$ cat src/rdmaPkg.sv
`default_nettype none

package rdmaPkg;

   // Beat geometry
   localparam int BeatBits      = 256;
   localparam int HeaderBits    = 80;
   localparam int RemainderBits = BeatBits - HeaderBits;

   typedef logic [BeatBits-1:0] beat_t;
   typedef logic [7:0]          control_t;
   typedef logic [47:0]         rdmaHeader_t;
   typedef logic [3:0]          queueNum_t;
   typedef logic [15:0]         wordCount_t;
   typedef logic [3:0]          opcode_t;

   // Sop beat header fields from the top bit downward are DDP control,
   // RDMAP control, DDP length and RDMAP header
   localparam int DdpControlLsb   = BeatBits - $bits(control_t);
   localparam int RdmapControlLsb = DdpControlLsb - $bits(control_t);
   localparam int LengthLsb       = RdmapControlLsb - $bits(wordCount_t);
   localparam int RdmaHeaderLsb   = LengthLsb - $bits(rdmaHeader_t);

   // RDMAP opcodes
   localparam opcode_t SendOpcode = 4'h1;
   localparam opcode_t ReqOpcode  = 4'h2;
   localparam opcode_t AckOpcode  = 4'h3;

   // Cutter states
   typedef enum logic [1:0] {
      IDLE,
      PAYLOAD,
      DROP
   } cutState_t;

endpackage

`default_nettype wire

$ cat src/cutControl.sv
`default_nettype none

module cutControl (
   input  wire logic           clock,
   input  wire logic           reset,
   input  wire logic           headValid,
   input  wire logic           headSop,
   input  wire logic           headEop,
   input  wire rdmaPkg::beat_t headData,
   input  wire logic           lastWord,
   output logic                pop,
   output logic                loadCount,
   output logic                step,
   output logic                shiftEnable,
   output logic                emit,
   output rdmaPkg::wordCount_t payloadLength,
   output logic                hdrValid,
   output rdmaPkg::control_t   hdrControl,
   output rdmaPkg::rdmaHeader_t hdrHeader,
   output rdmaPkg::queueNum_t  hdrQueue,
   output logic                frameError
);

   rdmaPkg::cutState_t state;
   rdmaPkg::cutState_t nextState;
   rdmaPkg::opcode_t   opcode;
   logic               sendPacket;
   logic               endGood;
   logic               endBad;

   // Every state consumes the head beat and DROP just throws it away
   assign pop = headValid;

   assign payloadLength = headData[rdmaPkg::LengthLsb +: $bits(rdmaPkg::wordCount_t)];
   assign opcode        = headData[rdmaPkg::RdmapControlLsb +: $bits(rdmaPkg::opcode_t)];

   assign loadCount   = pop && state == rdmaPkg::IDLE && headSop;
   assign step        = pop && state == rdmaPkg::PAYLOAD;
   assign shiftEnable = pop;
   assign emit        = step && sendPacket;

   always_comb begin
      nextState = state;
      endGood   = 1'b0;
      endBad    = 1'b0;
      if (pop) begin
         case (state)
            rdmaPkg::IDLE, rdmaPkg::PAYLOAD: begin
               if (state == rdmaPkg::IDLE && !headSop) begin
                  // Stray beat outside a packet
                  endBad = 1'b1;
               end else if (headEop) begin
                  endGood   = lastWord;
                  endBad    = !lastWord;
                  nextState = rdmaPkg::IDLE;
               end else if (lastWord) begin
                  // Eop missing so the rest of the packet is skipped
                  endBad    = 1'b1;
                  nextState = rdmaPkg::DROP;
               end else begin
                  nextState = rdmaPkg::PAYLOAD;
               end
            end
            rdmaPkg::DROP: begin
               if (headEop) begin
                  nextState = rdmaPkg::IDLE;
               end
            end
            default: nextState = rdmaPkg::IDLE;
         endcase
      end
   end

   always_ff @(posedge clock or negedge reset) begin
      if (!reset) begin
         state      <= rdmaPkg::IDLE;
         hdrValid   <= 1'b0;
         frameError <= 1'b0;
         sendPacket <= 1'b0;
      end else begin
         state      <= nextState;
         hdrValid   <= endGood;
         frameError <= endBad;
         if (loadCount) begin
            sendPacket <= opcode == rdmaPkg::SendOpcode;
         end
      end
   end

   // Header fields held from the sop beat until the next packet
   always_ff @(posedge clock) begin
      if (loadCount) begin
         hdrControl <= headData[rdmaPkg::RdmapControlLsb +: $bits(rdmaPkg::control_t)];
         hdrHeader  <= headData[rdmaPkg::RdmaHeaderLsb +: $bits(rdmaPkg::rdmaHeader_t)];
         hdrQueue   <= headData[rdmaPkg::DdpControlLsb +: $bits(rdmaPkg::queueNum_t)];
      end
   end

endmodule

`default_nettype wire

$ cat src/packetFifo.sv
`default_nettype none

module packetFifo #(
   parameter int FifoDepth = 8
) (
   input  wire logic           clock,
   input  wire logic           reset,
   input  wire logic           write,
   input  wire logic           writeSop,
   input  wire logic           writeEop,
   input  wire rdmaPkg::beat_t writeData,
   input  wire logic           pop,
   output logic                headValid,
   output logic                headSop,
   output logic                headEop,
   output rdmaPkg::beat_t      headData,
   output logic                full
);

   localparam int PtrBits   = (FifoDepth > 1) ? $clog2(FifoDepth) : 1;
   localparam int CountBits = $clog2(FifoDepth + 1);
   localparam int EntryBits = $bits(rdmaPkg::beat_t) + 2;

   logic [EntryBits-1:0] memory [FifoDepth];
   logic [PtrBits-1:0]   readPtr;
   logic [PtrBits-1:0]   writePtr;
   logic [CountBits-1:0] count;
   logic                 doWrite;
   logic                 doRead;

   function automatic logic [PtrBits-1:0] nextPtr(input logic [PtrBits-1:0] ptr);
      if (ptr == PtrBits'(FifoDepth - 1)) begin
         return '0;
      end
      return ptr + 1'b1;
   endfunction

   assign full      = count == CountBits'(FifoDepth);
   assign headValid = count != '0;
   assign doWrite   = write && !full;
   assign doRead    = pop && headValid;

   // Show-ahead head entry
   assign {headSop, headEop, headData} = memory[readPtr];

   always_ff @(posedge clock) begin
      if (doWrite) begin
         memory[writePtr] <= {writeSop, writeEop, writeData};
      end
   end

   always_ff @(posedge clock or negedge reset) begin
      if (!reset) begin
         readPtr  <= '0;
         writePtr <= '0;
         count    <= '0;
      end else begin
         if (doWrite) begin
            writePtr <= nextPtr(writePtr);
         end
         if (doRead) begin
            readPtr <= nextPtr(readPtr);
         end
         case ({doWrite, doRead})
            2'b10:   count <= count + 1'b1;
            2'b01:   count <= count - 1'b1;
            default: count <= count;
         endcase
      end
   end

endmodule

`default_nettype wire

$ cat src/payloadAligner.sv
`default_nettype none

module payloadAligner (
   input  wire logic               clock,
   input  wire logic               reset,
   input  wire logic               shiftEnable,
   input  wire logic               emit,
   input  wire rdmaPkg::queueNum_t queue,
   input  wire rdmaPkg::beat_t     data,
   output logic                    push,
   output rdmaPkg::beat_t          pushData,
   output rdmaPkg::queueNum_t      pushQueue
);

   // Low part of the previous beat waiting for its tail
   logic [rdmaPkg::RemainderBits-1:0] remainder;

   always_ff @(posedge clock or negedge reset) begin
      if (!reset) begin
         push <= 1'b0;
      end else begin
         push <= emit;
      end
   end

   always_ff @(posedge clock) begin
      if (shiftEnable) begin
         remainder <= data[rdmaPkg::RemainderBits-1:0];
      end
      if (emit) begin
         // Old remainder on top with head bits of this beat below
         pushData  <= {remainder, data[rdmaPkg::BeatBits-1 -: rdmaPkg::HeaderBits]};
         pushQueue <= queue;
      end
   end

endmodule

`default_nettype wire

$ cat src/payloadCounter.sv
`default_nettype none

module payloadCounter (
   input  wire logic                clock,
   input  wire logic                reset,
   input  wire logic                load,
   input  wire logic                step,
   input  wire rdmaPkg::wordCount_t length,
   output logic                     lastWord
);

   // Payload words still owed by the current packet
   rdmaPkg::wordCount_t remaining;

   always_ff @(posedge clock or negedge reset) begin
      if (!reset) begin
         remaining <= '0;
      end else if (load) begin
         remaining <= length;
      end else if (step) begin
         remaining <= remaining - 1'b1;
      end
   end

   // The fresh length decides on the sop beat and the count decides later
   assign lastWord = load ? (length == '0)
                          : (remaining == rdmaPkg::wordCount_t'(1));

endmodule

`default_nettype wire

$ cat src/rdmaRecvPath.sv
`default_nettype none

module rdmaRecvPath #(
   parameter int FifoDepth = 8
) (
   input  wire logic           clock,
   input  wire logic           reset,
   input  wire logic           beatValid,
   input  wire logic           beatSop,
   input  wire logic           beatEop,
   input  wire rdmaPkg::beat_t beatData,
   output logic                fifoFull,
   output logic                push,
   output rdmaPkg::beat_t      pushData,
   output rdmaPkg::queueNum_t  pushQueue,
   output logic                hdrValid,
   output rdmaPkg::control_t   hdrControl,
   output rdmaPkg::rdmaHeader_t hdrHeader,
   output rdmaPkg::queueNum_t  hdrQueue,
   output logic                frameError
);

   logic                headValid;
   logic                headSop;
   logic                headEop;
   rdmaPkg::beat_t      headData;
   logic                pop;
   logic                loadCount;
   logic                step;
   logic                lastWord;
   logic                shiftEnable;
   logic                emit;
   rdmaPkg::wordCount_t payloadLength;

   packetFifo #(.FifoDepth(FifoDepth)) fifo (
      .clock(clock), .reset(reset),
      .write(beatValid), .writeSop(beatSop), .writeEop(beatEop), .writeData(beatData),
      .pop(pop),
      .headValid(headValid), .headSop(headSop), .headEop(headEop), .headData(headData),
      .full(fifoFull)
   );

   cutControl cutter (
      .clock(clock), .reset(reset),
      .headValid(headValid), .headSop(headSop), .headEop(headEop), .headData(headData),
      .lastWord(lastWord),
      .pop(pop), .loadCount(loadCount), .step(step),
      .shiftEnable(shiftEnable), .emit(emit), .payloadLength(payloadLength),
      .hdrValid(hdrValid), .hdrControl(hdrControl), .hdrHeader(hdrHeader),
      .hdrQueue(hdrQueue), .frameError(frameError)
   );

   payloadCounter counter (
      .clock(clock), .reset(reset),
      .load(loadCount), .step(step), .length(payloadLength),
      .lastWord(lastWord)
   );

   // Queue number is held by the cutter for the whole packet
   payloadAligner aligner (
      .clock(clock), .reset(reset),
      .shiftEnable(shiftEnable), .emit(emit), .queue(hdrQueue), .data(headData),
      .push(push), .pushData(pushData), .pushQueue(pushQueue)
   );

endmodule

`default_nettype wire

$ cat config.mk
export PLATFORM = sky130hd
export DESIGN_NAME = rdmaRecvPath
export DESIGN_NICKNAME = d
export VERILOG_FILES = /design/src/rdmaPkg.sv /design/src/cutControl.sv /design/src/packetFifo.sv /design/src/payloadAligner.sv /design/src/payloadCounter.sv /design/src/rdmaRecvPath.sv
export SDC_FILE = /design/constraint.sdc
export NUM_CORES = 2
export LEC_CHECK = 0
export BUFFER_PORTS_ARGS = -buffer_cell sky130_fd_sc_hd__buf_2
export CAP_MARGIN = 0
export CORE_ASPECT_RATIO = 0.9
export CORE_MARGIN = 5
export CORE_UTILIZATION = 60
export CTS_CLUSTER_DIAMETER = 50
export DETAILED_ROUTE_END_ITERATION = 8
export PLACE_DENSITY = 0.76
export SYNTH_ARGS = -nofsm -noshare
export SYNTH_HDL_FRONTEND = slang
export SYNTH_SLANG_ARGS = --single-unit
$ cat constraint.sdc
create_clock -name clock -period 33.7 [get_ports clock]
set_input_delay 0 -clock clock [delete_from_list [all_inputs] [get_ports clock]]
set_output_delay 0 -clock clock [all_outputs]
set_load 0.1 [all_outputs]
==> key figures <==
Route
  • Via Count: 43800
  • Residual DRC: 0
  • Post-route ant nets: 0
  • Vias per cell: 6.07
  • Starting DRT DRC Count: approximately 4700
  • Routed wire length: roughly 210000 um
  • Router iterations before antenna repair: 5
  • Wire per inst: 28.9 um

Setup path
  • CP Capture Point: aligner.remainder[143]$_DFFE_PP_
  • Crit path cell chain: buf_4, buf_4, buf_4, mux4_2, mux2_2
  • CP Launch Point: fifo.readPtr[1]$_DFFE_PN0P_
  • R2r endpoint: aligner.remainder[143]$_DFFE_PP_
  • Crit-path max cell delay: 1.12 ns
  • Startpoint Class: flip-flop
  • R2R cell count: 5
  • Critical R2R Launch: fifo.readPtr[1]$_DFFE_PN0P_
  • WP data arrival: 5.51 ns
  • CP Class: flip-flop to flip-flop
  • Crit end category: flip-flop
  • R2r setup slk: 28.77 ns
  • Req. time, crit path: 34.28 ns
  • Crit Path Max Fanout: 74
  • Slowest CP cell: dfrtp_4
  • Cell mode on critical path: buf_4

Logic synthesis
  • Ys Warns: 0
  • Syn_nets: between 3000 and 4000
  • Netlist cell types: 48
  • Flops & latches, synth: 2592
  • Mapped Area: approximately 94000 um2
  • Sequential cell area fraction in the yosys report: 82.8%
  • Post-Synthesis Cells: 3676
  • Synthesized area per cell: 25.5 um2

Floorplan
  • Die area: 164000 um2
  • Vert. Die Dim: 385 um
  • CORE AREA: 155000 um2
  • Rows: 137
  • Die X: 427 um
  • I/O pin cnt: 585
  • Starting Density: 60.4%

Global route
  • Vias in the first global route: 46300
  • GRT Util Overall: 25.6%
  • Antenna violations before repair: 32
  • GRT overflow: 0
  • First-pass GRT wire length: around 310000 um
  • Largest net degree at the start of global routing: 134

Clocking
  • Worst-path clk slew: 0.06 ns
  • Root buffer cell: clkbuf_16
  • Max clock buf depth: 3
  • CTS tree: done
  • H-tree levels: 4
  • Total CTS buffers: 238
  • Post-CTS Setup Bufs: 0
  • Clk sinks: between 2000 and 3000
  • Worst skew pair latency: about 0.86 ns

Timing
  • RSZ-0062 raised after global routing: false
  • Maximum clock frequency: approximately 200 MHz
  • Worst-Margin Slew: approximately 1.3 ns
  • # setup viols final: 0
  • Final min period: slightly below 5 ns
  • Fin Hold WS: 0.0414 ns
  • Skew final: 0.0327 ns
  • Count of final max-slew check failures: 0
  • Final hold vios: 0
  • Final period util: between 10% and 20%
  • Setup_tns: 0 ns
  • Max-slew headroom: 13.5%

Placed design
  • HPWL Detailed: 103000 um
  • RePlAce Congestion: a little under 0.8
  • Port buffer count: ~600

Final layout
  • Area occupied by multi-input gates: 15600 um2
  • Nets: 5169
  • Register area: 77700 um2
  • Share of cells above drive strength 1: 34.7%
  • Fill count: 8458
  • P&R area growth vs syn: 19.2%

Worst hold path
  • Worst hold path class: primary input to flip-flop
  • Hold Crit Start: beatData[45]

Job
  • Max_cap viols: 0

Power and ir drop
  • Total power draw: 0.00980 W
  • Peak VDD IR: 80.3 uV
  • Power per standard cell area: 87.6 nW/um2
  • P_leak: around 37 nW

Status
  • Outcome: complete, no violations
cells in the mapped netlist (all sizes together):
| cell type | instances | area [um2] |
|---|---|---|
| a21boi | 1 | 7.51 |
| a21o | 3 | 22.5 |
| a21oi | 3 | 15.0 |
| a221o | 3 | 30.0 |
| a32oi | 2 | 17.5 |
| and2 | 1 | 6.26 |
| and3 | 1 | 6.26 |
| buf | 81 | 374 |
| clkbuf | 67 | 251 |
| dfrtp | 32 | 801 |
| edfxtp | 2560 | 76900 |
| fa | 1 | 20.0 |
| ha | 12 | 150 |
| inv | 16 | 60.1 |
| mux2 | 252 | 2850 |
| mux2i | 13 | 130 |
| mux4 | 515 | 11600 |
| nand2 | 26 | 97.6 |
| nand2b | 8 | 50.1 |
| nand3 | 8 | 40.0 |
| nand4 | 2 | 12.5 |
| nand4b | 2 | 17.5 |
| nor2 | 13 | 48.8 |
| nor3 | 9 | 45.0 |
| nor4 | 3 | 18.8 |
| nor4b | 1 | 8.76 |
| o211ai | 11 | 82.6 |
| o21a | 1 | 7.51 |
| o21ai | 7 | 35.0 |
| o221ai | 2 | 17.5 |
| o311ai | 4 | 35.0 |
| or2 | 3 | 18.8 |
| or3 | 1 | 6.26 |
| or4 | 6 | 45.0 |
| or4b | 1 | 10.0 |
| xnor2 | 2 | 17.5 |
| xor2 | 3 | 26.3 |
power breakdown:
group	total [W]	internal (W)	switching, W
registers	0.00451	0.00431	0.000204
clock network	0.00262	0.00146	0.00116
logic	0.00267	0.00102	0.00165
per-layer routing:
layer	GRT usage, %	routed length, um
met1	33.7	75600
met2	42.9	108000
met3	4.79	16300
met4	10.5	8530
met5	0	46
registers in the layout (all words and copies together), names as in the netlist, 4 cells and up:
name / cells
cutter.hdrControl: 8
cutter.hdrQueue: 4
fifo.count: 4
aligner.pushData: 256
fifo.memory: 2064
cutter.hdrHeader: 48
counter.remaining: 16
aligner.remainder: 176
aligner.pushQueue: 4
final cells by class:
class | count | share of cell area, %
Timing Repair Buffer | 1127 | 7.43
Inverter | 16 | 0.0615
Clock inverter | 148 | 1.19
Multi-Input combinational cell | 920 | 13.9
Antenna cell | 28 | 0.0626
Sequential cell | 2592 | 69.5
Clock buffer | 292 | 5.56
Tap cell | 2085 | 2.33
metrics by stage:
| stage | util, % | setup slack [ns] | cell area [um2] | instances |
|---|---|---|---|---|
| floorplan | - | 7.18 | 93900 | 3676 |
| global placement | 64.0 | 28.91 | 99500 | 6264 |
| detailed placement | 64.0 | 28.86 | 99500 | 6264 |
| CTS | 72.0 | 28.83 | 112000 | 7180 |
| global route | 72.0 | 28.54 | 112000 | 7204 |
| finish | 72.0 | 28.77 | 112000 | 7208 |
how the worst min path moves through the flow:
stage          depth (start not counted)                            end
6_report                               2   fifo.memory[7][45]$_DFFE_PP_
4_1_cts                                2  fifo.memory[0][174]$_DFFE_PP_
2_1_floorplan                          0         aligner.push$_DFF_PN0_
3_3_place_gp                           1         aligner.push$_DFF_PN0_
5_1_grt                                2   fifo.memory[4][23]$_DFFE_PP_
3_5_place_dp                           1         aligner.push$_DFF_PN0_
logic make-up (layout without fill, tap and decap cells):
logic type | Yosys count | count (layout) | share of synthesized area, %
mux | 780 | 780 | 15.5
buf+inv | 164 | 1583 | 0.731
xor+xnor | 5 | 5 | 0.0467
fa+ha+maj | 13 | 13 | 0.181
compound gates | 37 | 37 | 0.288
simple gates | 85 | 85 | 0.460
flops | 2592 | 2592 | 82.8
other cells | 0 | 28 | 0
critical path: cells and delay by family, from the launching register on:
kind,cells,cell delay (ns)
buffers and inverters,3,2.55
flip-flops,1,1.12
multiplexers,2,0.75
layout by cell type, fill, tap and decap left out, types with 4 or more instances in the layout:
master,count
inv_1,14
buf_4,58
o21ai_1,5
buf_2,584
nand2_1,26
nor3_2,4
clkbuf_1,50
diode_2,28
clkinvlp_4,7
o211ai_1,11
clkinv_8,5
edfxtp_1,2560
mux2i_1,13
clkinv_2,50
dlygate4sd3_1,475
dfrtp_1,29
mux4_2,512
inv_16,4
clkbuf_16,240
clkinv_1,53
ha_1,12
bufinv_16,19
nor3_1,5
buf_12,10
or4_1,6
nor2_1,10
inv_6,7
mux2_2,249
nand2b_1,8
nand3_1,8
timing repair:
| action | CTS | global route |
|---|---|---|
| endpoints found under the setup margin | 0 | 0 |
| hold buffers | 476 | 0 |
| resized for setup | 0 | 0 |
| hold endpoints to repair | 2134 | 0 |
No activity file was read; power rests on OpenSTA's default activity.
